==> config.mk <==
export PLATFORM = sky130hd
export DESIGN_NAME = csr_issue_top
export DESIGN_NICKNAME = d
export VERILOG_FILES = /design/src/hw/csr_issue_pkg.sv /design/src/hw/csr_issue_top.sv /design/src/hw/csr_exec_unit.sv /design/src/hw/csr_iq_select.sv /design/src/hw/csr_iq_alloc.sv /design/src/hw/csr_iq_entry.sv
export SDC_FILE = /design/constraint.sdc
export NUM_CORES = 1
export LEC_CHECK = 0
export BUFFER_PORTS_ARGS = -buffer_cell sky130_fd_sc_hd__buf_2
export CELL_PAD_IN_SITES_DETAIL_PLACEMENT = 0
export CELL_PAD_IN_SITES_GLOBAL_PLACEMENT = 1
export CORE_AREA = 2 2 287 289
export CTS_BUF_LIST = sky130_fd_sc_hd__clkbuf_4 sky130_fd_sc_hd__clkbuf_8 sky130_fd_sc_hd__clkbuf_16
export CTS_CLUSTER_DIAMETER = 30
export CTS_CLUSTER_SIZE = 28
export DETAILED_ROUTE_END_ITERATION = 7
export DIE_AREA = 0 0 289 291
export GPL_ROUTABILITY_DRIVEN = 0
export GPL_TIMING_DRIVEN = 0
export PLACE_DENSITY = 0.7
export SETUP_SLACK_MARGIN = 0.15
export SYNTH_ARGS = -nofsm -noshare
export SYNTH_HDL_FRONTEND = slang
export SYNTH_SLANG_ARGS = --single-unit
==> constraint.sdc <==
create_clock -name clk -period 8.9 [get_ports clk]
set_input_delay 0.89 -clock clk [delete_from_list [all_inputs] [get_ports clk]]
set_output_delay 0.89 -clock clk [all_outputs]
set_load 0.02 [all_outputs]
==> src/hw/csr_issue_pkg.sv <==
package csr_issue_pkg;

    // ----------------------------------------------------------------------
    // queue and rob sizing
    // ----------------------------------------------------------------------
    localparam int IQ_DEPTH   = 4;
    localparam int IQ_IDX_W   = 2;
    localparam int ROB_IDX_W  = 5;   // 4-bit position plus wrap bit
    localparam int CSR_COUNT  = 8;
    localparam int CSR_ADDR_W = 3;
    localparam int PREG_W     = 6;

    // ----------------------------------------------------------------------
    // vector types
    // ----------------------------------------------------------------------
    typedef logic [ROB_IDX_W-1:0]  rob_idx_t;
    typedef logic [IQ_IDX_W-1:0]   iq_idx_t;
    typedef logic [IQ_DEPTH-1:0]   iq_mask_t;
    typedef logic [PREG_W-1:0]     preg_t;
    typedef logic [CSR_ADDR_W-1:0] csr_addr_t;
    typedef logic [31:0]           xlen_t;

    typedef enum logic [1:0] {
        CSR_RW = 2'd0,
        CSR_RS = 2'd1,
        CSR_RC = 2'd2
    } csr_op_e;

    // one csr instruction as it leaves dispatch (81 bits)
    typedef struct packed {
        logic      we;
        preg_t     rd;
        rob_idx_t  rob_idx;
        csr_addr_t csr_addr;
        csr_op_e   op;
        xlen_t     src;        // operand value already read
        xlen_t     inst;       // raw word kept for traps
    } csr_uop_t;

    // ----------------------------------------------------------------------
    // rob age compare
    // ----------------------------------------------------------------------
    // true when a is strictly older than b
    function automatic logic rob_is_older(rob_idx_t a, rob_idx_t b);
        logic same_wrap;
        logic a_low;
        logic a_high;
        same_wrap = (a[ROB_IDX_W-1] == b[ROB_IDX_W-1]);
        a_low     = (a[ROB_IDX_W-2:0] < b[ROB_IDX_W-2:0]);
        a_high    = (a[ROB_IDX_W-2:0] > b[ROB_IDX_W-2:0]);
        if (same_wrap) begin
            return a_low;
        end
        // b has wrapped past a
        return a_high;
    endfunction

endpackage
==> src/hw/csr_issue_top.sv <==
`timescale 1ns/10ps

module csr_issue_top (
    input  logic                    clk,
    input  logic                    rst,
    input  logic                    disp_en,
    input  csr_issue_pkg::csr_uop_t disp_uop,
    input  csr_issue_pkg::rob_idx_t commit_rob_idx,
    input  logic                    redirect,
    input  csr_issue_pkg::rob_idx_t redirect_idx,
    output logic                    full,
    output logic                    wb_valid,
    output logic                    wb_we,
    output csr_issue_pkg::preg_t    wb_rd,
    output csr_issue_pkg::rob_idx_t wb_rob_idx,
    output csr_issue_pkg::xlen_t    wb_data,
    output csr_issue_pkg::xlen_t    trap_inst
);

    csr_issue_pkg::iq_mask_t wr_en;
    csr_issue_pkg::csr_uop_t wr_uop;
    csr_issue_pkg::iq_mask_t valid;
    csr_issue_pkg::iq_mask_t kill;
    csr_issue_pkg::iq_mask_t retire;
    csr_issue_pkg::csr_uop_t uops [csr_issue_pkg::IQ_DEPTH];
    csr_issue_pkg::iq_idx_t  head;
    logic                    issue;
    csr_issue_pkg::csr_uop_t issue_uop;

    csr_iq_alloc alloc_i (
        .clk      (clk),
        .rst      (rst),
        .disp_en  (disp_en),
        .disp_uop (disp_uop),
        .redirect (redirect),
        .head     (head),
        .valid    (valid),
        .kill     (kill),
        .full     (full),
        .wr_en    (wr_en),
        .wr_uop   (wr_uop)
    );

    // queue slots
    for (genvar i = 0; i < csr_issue_pkg::IQ_DEPTH; i++) begin : g_entry
        csr_iq_entry entry_i (
            .clk          (clk),
            .rst          (rst),
            .wr_en        (wr_en[i]),
            .wr_uop       (wr_uop),
            .retire       (retire[i]),
            .redirect     (redirect),
            .redirect_idx (redirect_idx),
            .valid        (valid[i]),
            .kill         (kill[i]),
            .uop          (uops[i])
        );
    end

    csr_iq_select select_i (
        .clk            (clk),
        .rst            (rst),
        .valid          (valid),
        .uops           (uops),
        .kill           (kill),
        .commit_rob_idx (commit_rob_idx),
        .redirect       (redirect),
        .head           (head),
        .retire         (retire),
        .issue          (issue),
        .issue_uop      (issue_uop)
    );

    csr_exec_unit exec_i (
        .clk        (clk),
        .rst        (rst),
        .issue      (issue),
        .issue_uop  (issue_uop),
        .wb_valid   (wb_valid),
        .wb_we      (wb_we),
        .wb_rd      (wb_rd),
        .wb_rob_idx (wb_rob_idx),
        .wb_data    (wb_data),
        .trap_inst  (trap_inst)
    );

endmodule

==> src/hw/csr_exec_unit.sv <==
`timescale 1ns/10ps

module csr_exec_unit (
    input  logic                    clk,
    input  logic                    rst,
    input  logic                    issue,
    input  csr_issue_pkg::csr_uop_t issue_uop,
    output logic                    wb_valid,
    output logic                    wb_we,
    output csr_issue_pkg::preg_t    wb_rd,
    output csr_issue_pkg::rob_idx_t wb_rob_idx,
    output csr_issue_pkg::xlen_t    wb_data,
    output csr_issue_pkg::xlen_t    trap_inst
);

    csr_issue_pkg::xlen_t csr_file [csr_issue_pkg::CSR_COUNT];
    csr_issue_pkg::xlen_t old_val;
    csr_issue_pkg::xlen_t new_val;

    // ----------------------------------------------------------------------
    // read-modify-write
    // ----------------------------------------------------------------------
    assign old_val = csr_file[issue_uop.csr_addr];

    always_comb begin
        case (issue_uop.op)
            csr_issue_pkg::CSR_RW: new_val = issue_uop.src;
            csr_issue_pkg::CSR_RS: new_val = old_val | issue_uop.src;
            csr_issue_pkg::CSR_RC: new_val = old_val & ~issue_uop.src;
            default:               new_val = old_val;   // unused encoding
        endcase
    end

    always_ff @(posedge clk or posedge rst) begin
        if (rst) begin
            for (int i = 0; i < csr_issue_pkg::CSR_COUNT; i++) begin
                csr_file[i] <= '0;
            end
        end else if (issue) begin
            csr_file[issue_uop.csr_addr] <= new_val;
        end
    end

    // ----------------------------------------------------------------------
    // writeback and trap word
    // ----------------------------------------------------------------------
    always_ff @(posedge clk or posedge rst) begin
        if (rst) begin
            wb_valid  <= 1'b0;
            trap_inst <= '0;
        end else begin
            wb_valid <= issue;
            if (issue) begin
                trap_inst <= issue_uop.inst;
            end
        end
    end

    // result payload
    always_ff @(posedge clk) begin
        if (issue) begin
            wb_we      <= issue_uop.we;
            wb_rd      <= issue_uop.rd;
            wb_rob_idx <= issue_uop.rob_idx;
            wb_data    <= old_val;   // rd gets the value before the write
        end
    end

endmodule

==> src/hw/csr_iq_select.sv <==
`timescale 1ns/10ps

module csr_iq_select (
    input  logic                    clk,
    input  logic                    rst,
    input  csr_issue_pkg::iq_mask_t valid,
    input  csr_issue_pkg::csr_uop_t uops [csr_issue_pkg::IQ_DEPTH],
    input  csr_issue_pkg::iq_mask_t kill,
    input  csr_issue_pkg::rob_idx_t commit_rob_idx,
    input  logic                    redirect,
    output csr_issue_pkg::iq_idx_t  head,
    output csr_issue_pkg::iq_mask_t retire,
    output logic                    issue,
    output csr_issue_pkg::csr_uop_t issue_uop
);

    typedef enum logic {
        S_IDLE,
        S_WRITING
    } state_e;

    state_e state;
    state_e state_n;
    csr_issue_pkg::iq_idx_t  head_q;
    csr_issue_pkg::iq_idx_t  head_n;
    csr_issue_pkg::rob_idx_t issued_rob;
    csr_issue_pkg::csr_uop_t head_uop;
    logic head_oldest;
    logic commit_moved;
    logic head_killed;
    logic do_retire;

    // ----------------------------------------------------------------------
    // head view
    // ----------------------------------------------------------------------
    assign head_uop    = uops[head_q];
    assign head_oldest = valid[head_q] && (head_uop.rob_idx == commit_rob_idx);
    assign head_killed = kill[head_q];

    // only one csr op in flight, and only when it is the oldest instruction
    assign issue     = (state == S_IDLE) && head_oldest && !redirect;
    assign issue_uop = head_uop;

    // commit pointer has moved past the issued op
    assign commit_moved = (issued_rob != commit_rob_idx);
    assign do_retire    = (state == S_WRITING) && commit_moved && !head_killed;
    assign retire       = do_retire ? (csr_issue_pkg::iq_mask_t'(1) << head_q) : '0;

    // ----------------------------------------------------------------------
    // fsm
    // ----------------------------------------------------------------------
    always_comb begin
        state_n = state;
        head_n  = head_q;
        case (state)
            S_IDLE: begin
                if (issue) begin
                    state_n = S_WRITING;
                end
            end
            S_WRITING: begin
                if (head_killed) begin
                    state_n = S_IDLE;   // slot gone so head stays put
                end else if (commit_moved) begin
                    state_n = S_IDLE;
                    head_n  = head_q + csr_issue_pkg::iq_idx_t'(1);
                end
            end
            default: begin
                state_n = S_IDLE;
            end
        endcase
    end

    always_ff @(posedge clk or posedge rst) begin
        if (rst) begin
            state      <= S_IDLE;
            head_q     <= '0;
            issued_rob <= '0;
        end else begin
            state  <= state_n;
            head_q <= head_n;
            if (issue) begin
                issued_rob <= head_uop.rob_idx;
            end
        end
    end

    assign head = head_q;

    // ----------------------------------------------------------------------
    // checks
    // ----------------------------------------------------------------------
    a_issue_idle: assert property (
        @(posedge clk) disable iff (rst)
        issue |=> ((state == S_WRITING) && !issue)
    ) else $error("csr_iq_select: issue while writing");

    // the retired slot must still hold the op that was issued
    a_retire_writing: assert property (
        @(posedge clk) disable iff (rst)
        (retire != '0) |-> ((state == S_WRITING) && (head_uop.rob_idx == issued_rob))
    ) else $error("csr_iq_select: retire outside writing state");

endmodule

==> src/hw/csr_iq_alloc.sv <==
`timescale 1ns/10ps

module csr_iq_alloc (
    input  logic                    clk,
    input  logic                    rst,
    input  logic                    disp_en,
    input  csr_issue_pkg::csr_uop_t disp_uop,
    input  logic                    redirect,
    input  csr_issue_pkg::iq_idx_t  head,
    input  csr_issue_pkg::iq_mask_t valid,
    input  csr_issue_pkg::iq_mask_t kill,
    output logic                    full,
    output csr_issue_pkg::iq_mask_t wr_en,
    output csr_issue_pkg::csr_uop_t wr_uop
);

    localparam int CNT_W = csr_issue_pkg::IQ_IDX_W + 1;

    csr_issue_pkg::iq_idx_t tail;
    csr_issue_pkg::iq_idx_t tail_n;
    logic [CNT_W-1:0] valid_cnt;
    logic [CNT_W-1:0] surv_cnt;
    logic enqueue;

    // ----------------------------------------------------------------------
    // occupancy
    // ----------------------------------------------------------------------
    always_comb begin
        valid_cnt = '0;
        surv_cnt  = '0;
        for (int i = 0; i < csr_issue_pkg::IQ_DEPTH; i++) begin
            valid_cnt = valid_cnt + CNT_W'(valid[i]);
            surv_cnt  = surv_cnt + CNT_W'(valid[i] & ~kill[i]);
        end
    end

    assign full = (valid_cnt == CNT_W'(csr_issue_pkg::IQ_DEPTH));

    // ----------------------------------------------------------------------
    // write strobe
    // ----------------------------------------------------------------------
    assign enqueue = disp_en & ~full & ~redirect;
    assign wr_en   = enqueue ? (csr_issue_pkg::iq_mask_t'(1) << tail) : '0;
    assign wr_uop  = disp_uop;   // broadcast to all slots

    // survivors sit contiguously from head so the tail follows from the count
    always_comb begin
        if (redirect) begin
            tail_n = head + surv_cnt[csr_issue_pkg::IQ_IDX_W-1:0];
        end else if (enqueue) begin
            tail_n = tail + csr_issue_pkg::iq_idx_t'(1);
        end else begin
            tail_n = tail;
        end
    end

    always_ff @(posedge clk or posedge rst) begin
        if (rst) begin
            tail <= '0;
        end else begin
            tail <= tail_n;
        end
    end

    // ----------------------------------------------------------------------
    // checks
    // ----------------------------------------------------------------------
    a_wr_onehot: assert property (
        @(posedge clk) disable iff (rst)
        $onehot0(wr_en)
    ) else $error("csr_iq_alloc: more than one write strobe");

endmodule

==> src/hw/csr_iq_entry.sv <==
`timescale 1ns/10ps

module csr_iq_entry (
    input  logic                  clk,
    input  logic                  rst,
    input  logic                  wr_en,
    input  csr_issue_pkg::csr_uop_t wr_uop,
    input  logic                  retire,
    input  logic                  redirect,
    input  csr_issue_pkg::rob_idx_t redirect_idx,
    output logic                  valid,
    output logic                  kill,
    output csr_issue_pkg::csr_uop_t uop
);

    logic valid_q;
    csr_issue_pkg::csr_uop_t uop_q;
    logic older;

    // ----------------------------------------------------------------------
    // redirect kill
    // ----------------------------------------------------------------------
    assign older = csr_issue_pkg::rob_is_older(uop_q.rob_idx, redirect_idx);
    assign kill  = valid_q & redirect & ~older;   // same or younger dies

    // ----------------------------------------------------------------------
    // slot state
    // ----------------------------------------------------------------------
    always_ff @(posedge clk or posedge rst) begin
        if (rst) begin
            valid_q <= 1'b0;
        end else if (wr_en) begin
            valid_q <= 1'b1;
        end else if (kill || retire) begin
            valid_q <= 1'b0;
        end
    end

    // payload
    always_ff @(posedge clk) begin
        if (wr_en) begin
            uop_q <= wr_uop;
        end
    end

    assign valid = valid_q;
    assign uop   = uop_q;

    // ----------------------------------------------------------------------
    // checks
    // ----------------------------------------------------------------------
    // allocator must never overwrite a live slot
    a_no_overwrite: assert property (
        @(posedge clk) disable iff (rst)
        wr_en |-> (!valid_q || retire)
    ) else $error("csr_iq_entry: write into occupied slot");

endmodule

* Yosys cells after proc, flatten, opt, wreduce, memory -nomap -nowiden
Index checks and enable logic that the tools add are counted.
** Cells by class
- Bitwise gates (word level) :: 31
- Multiply operators :: 0
- Shifts and indexed selects :: 2
- Equality and inequality tests :: 9
- Magnitude comparators :: 12
- Reductions and logical operators :: 19
- Muxes and demuxes :: 42
- Divide/modulo/power cells :: 0
- Add/sub/neg operators :: 9
** Operators with widths (count)
- $bwmux W256 :: 1
- $bmux W81 S2 :: 1
- $mux W81 :: 2
- $bmux W32 S3 :: 1
- $demux W32 S3 :: 1
- $mux W32 :: 3
- $pmux W32 S3 :: 1
- $and A32 B32 Y32 :: 1
- $not A32 Y32 :: 1
- $or A32 B32 Y32 :: 1
- $mux W1 :: 25
- $gt A4 B4 Y1 :: 4
- $lt A4 B4 Y1 :: 4
- $and A1 B1 Y1 :: 10
- $reduce_bool A2 Y1 :: 5
- $add A2 B2 Y2 :: 4
- $and A1 B2 Y2 :: 4
- $mux W4 :: 2
- $not A1 Y1 :: 8
- $not A1 Y2 :: 4
- $shl A1 B2 Y4 const A :: 2
- $add A3 B1 Y3 :: 2
- $logic_and A1 B1 Y1 :: 6
- $eq A5 B5 Y1 :: 1
- other kinds (20) :: 30
** Storage, ports and cells
- Word-level logic and storage cells :: 174
- Bits in writable memories :: 0
- Input port bits :: 95
- Memory bits (read-only) :: 0
- Bits in latches :: 0
- Flip-flop bits (word level) :: 671
- Memories kept :: 0

* Longest topological paths before layout
- Depth after elaboration :: 13
- Mapped depth :: 13
- Depth with buffers taken out :: 13

* Hierarchy
Synthesis repeated with hierarchy kept, for this count alone.
** Second synthesis, totals
- Cell total of the unflattened synthesis :: 2143
- Area total of the unflattened synthesis :: 29144.2 µm²
** By module, submodules not included
- csr_exec_unit :: seq. area each 8553.2 µm², area each 15164.5 µm², instances 1, cells each 1456
- csr_iq_entry :: seq. area each 2457.4 µm², area each 2633.8 µm², instances 4, cells each 105
- csr_iq_select :: seq. area each 200.2 µm², area each 2481.1 µm², instances 1, cells each 148
- csr_iq_alloc :: seq. area each 50.0 µm², area each 963.4 µm², instances 1, cells each 119

* Worst setup path before layout
OpenSTA, ideal clock, no wires.
- Kind :: register -> register
- Start :: register g_entry[0].entry_i.valid_q
- End :: register g_entry[0].entry_i.uop_q (netlist bit g_entry[0].entry_i.uop[0]) (enable)
- Stages on the path, launching flop included :: 11
- Data arrival time :: 3541 ps
- Data required time :: 8465 ps
- Slack :: 4924 ps
- Library setup time :: 435 ps
- Buffers on the path :: 0
- Path through :: dfrtp_1 -> ha_1 -> inv_1 -> fa_1 -> inv_1 -> ha_1 -> and3b_1 -> nand2b_1 -> nor2_1 -> nand2_1 -> inv_1
** Between the ends
- Longest elaborated chain between the ends :: 8
** RTL lines
- start, declared :: RTL line csr_iq_entry.sv:16 : logic valid_q;
- start signal, assigned :: RTL line csr_iq_entry.sv:31 : valid_q <= 1'b0;
- start signal, assigned :: RTL line csr_iq_entry.sv:33 : valid_q <= 1'b1;
- start signal, assigned :: RTL line csr_iq_entry.sv:35 : valid_q <= 1'b0;
- $add A1 B1 Y2 :: RTL line csr_iq_alloc.sv:32 : valid_cnt = valid_cnt + CNT_W'(valid[i]);
- $add A3 B1 Y3 (2 in a row) :: RTL line csr_iq_alloc.sv:32
- $eq A3 B3 Y1 :: RTL line csr_iq_alloc.sv:37 : assign full = (valid_cnt == CNT_W'(csr_issue_pkg::IQ_DEPTH));
- net full :: RTL line csr_issue_top.sv:11 : output logic full,
- $not A1 Y1 :: RTL line csr_iq_alloc.sv:42 : assign enqueue = disp_en & ~full & ~redirect;
- $and A1 B1 Y1 (2 in a row) :: RTL line csr_iq_alloc.sv:42
- $mux W4 :: RTL line csr_iq_alloc.sv:43 : assign wr_en = enqueue ? (csr_issue_pkg::iq_mask_t'(1) << tail) : '0;
- net g_entry[0].entry_i.wr_en :: RTL line csr_iq_entry.sv:6 : input logic wr_en,
- end signal, assigned :: RTL line csr_iq_entry.sv:42 : uop_q <= wr_uop;
- end, declared :: RTL line csr_iq_entry.sv:17 : csr_issue_pkg::csr_uop_t uop_q;
The timed path passes the listed nets, and every way through them passes these cells.
A chain may end at the register's enable or synchronous reset.

* Worst setup path after layout
- Start :: register select_i.head_q[1] (netlist: select_i.head[1])
- End :: register exec_i.trap_inst[5]
** Between the ends
- Longest elaborated chain between the ends :: 8
- Elaborated cells between the ends (all ways) :: 10
- Classes of those cells :: eq/ne (1); mux (5); bitwise (1); reduce/logical (3)
** RTL lines
- start, declared :: RTL line csr_iq_select.sv:24 : csr_issue_pkg::iq_idx_t head_q;
- start signal, assigned :: RTL line csr_iq_select.sv:82 : head_q <= head_n;
- $not A2 Y3 (not written as such) :: RTL line csr_iq_select.sv:36 : assign head_uop = uops[head_q];
- $bmux W81 S2 :: RTL line csr_iq_select.sv:36
- $mux W81 (not written as such) (2 in a row) :: RTL line csr_iq_select.sv:36
- $eq A5 B5 Y1 :: RTL line csr_iq_select.sv:37 : assign head_oldest = valid[head_q] && (head_uop.rob_idx == commit_rob_idx);
- $logic_and A1 B1 Y1 (*) :: RTL line csr_iq_select.sv:37
- $logic_and A1 B1 Y1 (*) (2 in a row) :: RTL line csr_iq_select.sv:41 : assign issue = (state == S_IDLE) && head_oldest && !redirect;
- net exec_i.issue :: RTL line csr_exec_unit.sv:6 : input logic issue,
- end signal, assigned :: RTL line csr_exec_unit.sv:54 : trap_inst <= issue_uop.inst;
- end, declared :: RTL line csr_exec_unit.sv:13 : output csr_issue_pkg::xlen_t trap_inst
The timed path passes the listed nets; every way through them passes the cells marked *. The select of a mux whose other input is x is not followed.

==> results.sh <==
export IMPL_setup_viol=0
export IMPL_firstDrtPassIters=7
export IMPL_leakage_nw=14.1
export IMPL_relSlewSlack_pct=18.4
export IMPL_clkLatencyLatePin_ns=0.68
export IMPL_core_area_sq_mm=0.0812
export IMPL_path_buf_inv=4
export IMPL_via_per_inst=5.26
export IMPL_cap_violations=0
export IMPL_io_pins=173
export IMPL_nNetsFinal=2383
export IMPL_die_area_sq_mm=0.0841
export IMPL_clock_sinks=671
export IMPL_hold_viol_final=0
export IMPL_grt_pass1_wl_microns=119000
export IMPL_final_core_util_pct=42.8
export IMPL_syn_avg_cell_area_sq_um=14.3
export IMPL_ys_warn_count=0
export IMPL_dp_cells=3208
export IMPL_ys_types=60
export IMPL_cts_buffers=119
export IMPL_track_usage_pct=18.9
export IMPL_synthFlopType="edfxtp_1"
export IMPL_run_status="completed"
export IMPL_nFillCells=7403
export IMPL_cts_reportedPaths_clkPinSlew_ns=0.06
export IMPL_crit_family="buffers and inverters"
export IMPL_synthesis_nets=2080
export IMPL_yosysSeqAreaShare_pct=66.5
export IMPL_critPathCaptureType="register"
export IMPL_ant_nets=0
export IMPL_clock_path_buffers=3
export IMPL_period_minus_slack_ns=4.04
export IMPL_hpwl_microns=53800
export IMPL_drcViolationCount=0
export IMPL_cts_max_level=3
export IMPL_p_per_area_mw_per_mm2=323
export IMPL_drt_initial_drc_count=1587
export IMPL_finalPower_mw=11.2
export IMPL_grt_ovfl_total=0
export IMPL_timing_fmax_ghz=0.248
export IMPL_place_area_sq_mm=0.0305
export IMPL_drive_gt1_share_pct=29.1
export IMPL_ys_seq_elements=671
export IMPL_rows=105
export IMPL_slowest_stage="buf_4"
export IMPL_critPathMaxStageDelay_ns=0.73
export IMPL_tns_ns=0
export IMPL_hold_buffers=0
export IMPL_cts_resized=0
export IMPL_area_growth_syn_to_layout_pct=23.9
export IMPL_worst_pin_slew_ns=1.22
export IMPL_port_buffers=170
export IMPL_die_w_microns=289
export IMPL_start_kind="register"
export IMPL_cts_tree="yes"
export IMPL_netlist_area_sq_mm=0.0280
export IMPL_worstPathMaxFanout=54
export IMPL_crit_required_ns=9.44
export IMPL_antenna_found_initial=16
export IMPL_synthArstFlopShare_pct=45.2
export IMPL_root_buffer="clkbuf_16"
export IMPL_grt_start_max_net_pins=55
export IMPL_fin_crit_sh_pct=45.4
export IMPL_via_count=18100
export IMPL_final_area_sq_mm=0.0347
export IMPL_path_cells="buf_2, mux2_2, xor2_1, a2111oi_0, o21ai_1, inv_2, buf_4, buf_4, mux2_2"
export IMPL_ir_drop_mv=0.217
export IMPL_netlist_instances=1956
export IMPL_start_util_pct=34.5
export IMPL_wl_microns=79600
export IMPL_finalNonFillerCells=3442
export IMPL_slew_viol_final=0
export IMPL_worstHoldPathType="in -> reg"
export IMPL_arrival_ns=4.58
export IMPL_die_y_microns=291
export IMPL_crit_type="reg -> reg"
export IMPL_rsz0062_at_grt="false"
export IMPL_first_global_vias=18800
export IMPL_post_cts_buffers=0
export IMPL_fin_skew_ns=0.0223
export IMPL_post_drt_wl_per_cell_microns=23.1
export IMPL_synth_edf_count=368
## final timing paths
kind	to	cells after the start	start	slack, ns
max	exec_i.trap_inst[5]	9	select_i.head[1]	4.86
min	g_entry[3].entry_i.uop[56]	1	disp_uop[56]	0.43
max reg2reg	exec_i.trap_inst[5]	9	select_i.head[1]	4.86
min reg2reg	exec_i.csr_file[81]	2	exec_i.csr_file[81]	0.48
max in group asynchronous	select_i.state	6	rst	6.98
min in group asynchronous	exec_i.csr_file[135]	2	rst	0.44
## routing by layer
| metal | wire, microns | vias to the layer above | global-route usage, % |
|---|---|---|---|
| li1 | - | 7974 | - |
| met1 | 32200 | 9200 | 24.0 |
| met2 | 38400 | 739 | 30.9 |
| met3 | 6290 | 168 | 5.07 |
| met4 | 2480 | 26 | 7.04 |
| met5 | 205 | - | 0.523 |
## layout by cell type, fill, tap and decap left out, types with 7 or more instances in the layout
cell	instances
a221oi_1	22
a221o_1	14
o22a_1	7
buf_6	13
edfxtp_1	368
inv_6	11
clkinv_1	11
dfrtp_1	303
clkbuf_16	119
buf_2	215
mux4_2	79
o21ai_0	146
buf_4	18
clkinv_2	18
nor2_1	167
clkinvlp_4	20
nand2_1	176
a22oi_1	12
ha_1	26
mux2i_1	76
clkbuf_1	36
xor2_1	19
nand3_1	9
nor2b_1	8
xnor2_1	15
clkinv_4	16
a21oi_1	161
inv_1	21
a22oi_4	10
buf_12	8
o21ai_2	19
mux2_2	65
bufinv_16	16
clkbuf_4	7
and2_1	12
o22ai_1	15
## cells in the mapped netlist, drive strengths merged (4+ instances only)
cell type    n  share of area [%]
dfrtp      303                 27
clkbuf      36               0.48
mux2i       76                2.7
edfxtp     368                 39
a221o       14               0.50
a31oi        6               0.13
nor2b        8               0.18
a21oi      164                3.0
a41oi        4               0.12
o22a         7               0.22
ha          26                1.2
nor3        10               0.37
nand3       13               0.30
mux2        65                2.6
a211o        6               0.19
inv         28               0.37
o22ai       15               0.33
and2        13               0.29
a221oi      24               0.79
o21ai      170                3.3
xnor2       15               0.47
or2          6               0.13
nand2      176                2.4
buf         80                1.9
nor2       169                2.3
a22oi       28                1.3
xor2        19               0.59
nand2b       4              0.089
o221ai       9               0.35
mux4        79                6.3
## flip-flops by register name, indices dropped and copies added, names as in the netlist
| register | count |
|---|---|
| g_entry.entry_i.uop | 324 |
| exec_i.csr_file | 256 |
| exec_i.trap_inst | 32 |
| exec_i.wb_data | 32 |
| exec_i.wb_rd | 6 |
| exec_i.wb_rob_idx | 5 |
| select_i.issued_rob | 5 |
| g_entry.entry_i.valid | 4 |
| alloc_i.tail | 2 |
| select_i.head | 2 |
| exec_i.wb_valid | 1 |
| exec_i.wb_we | 1 |
| select_i.state | 1 |
## power breakdown
group          leakage (nW)  internal [mW]  switching (mW)
sequential             7.55           3.69           0.161
combinational          4.49          0.951            1.78
clock                  2.02           3.00            1.65
## worst reg2reg max path, delay by kind of cell (launching register included)
kind,cells,cell delay (ns)
buffers and inverters,4,1.71
multiplexers,2,0.88
AO/OA/AOI/OAI,2,0.79
flip-flops,1,0.37
XOR/XNOR,1,0.16
## kinds of logic after synthesis
| kind of cell | Yosys count | synth area share, % |
|---|---|---|
| and+or+nand+nor | 401 | 6.11 |
| DFF | 671 | 66.5 |
| xor gates and xnor gates | 34 | 1.06 |
| AOI/OAI and AO/OA | 457 | 10.6 |
| muxes | 220 | 11.7 |
| buffers and inverters | 144 | 2.72 |
| adders and majority gates | 29 | 1.37 |
## per-stage QoR
stage,hold WS [ns],setup WS [ns]
2_1_floorplan,0.444,3.98
3_3_place_gp,0.457,1.86
3_5_place_dp,0.466,4.64
4_1_cts,0.393,4.83
5_1_grt,0.417,4.66
6_report,0.428,4.86
## area by class of cell
type,count,area [sq um],share of cell area (%)
flip-flops and latches,671,18600,53.6
multi-input cells,1141,8640,24.9
clock buffers,130,3090,8.88
well taps,1070,1340,3.85
clock inverters,98,1130,3.27
repair buffers,182,1120,3.23
plain buffers,116,657,1.89
inverters,28,119,0.342
diodes,6,15.0,0.0432
No activity file was read; power rests on OpenSTA's default activity.
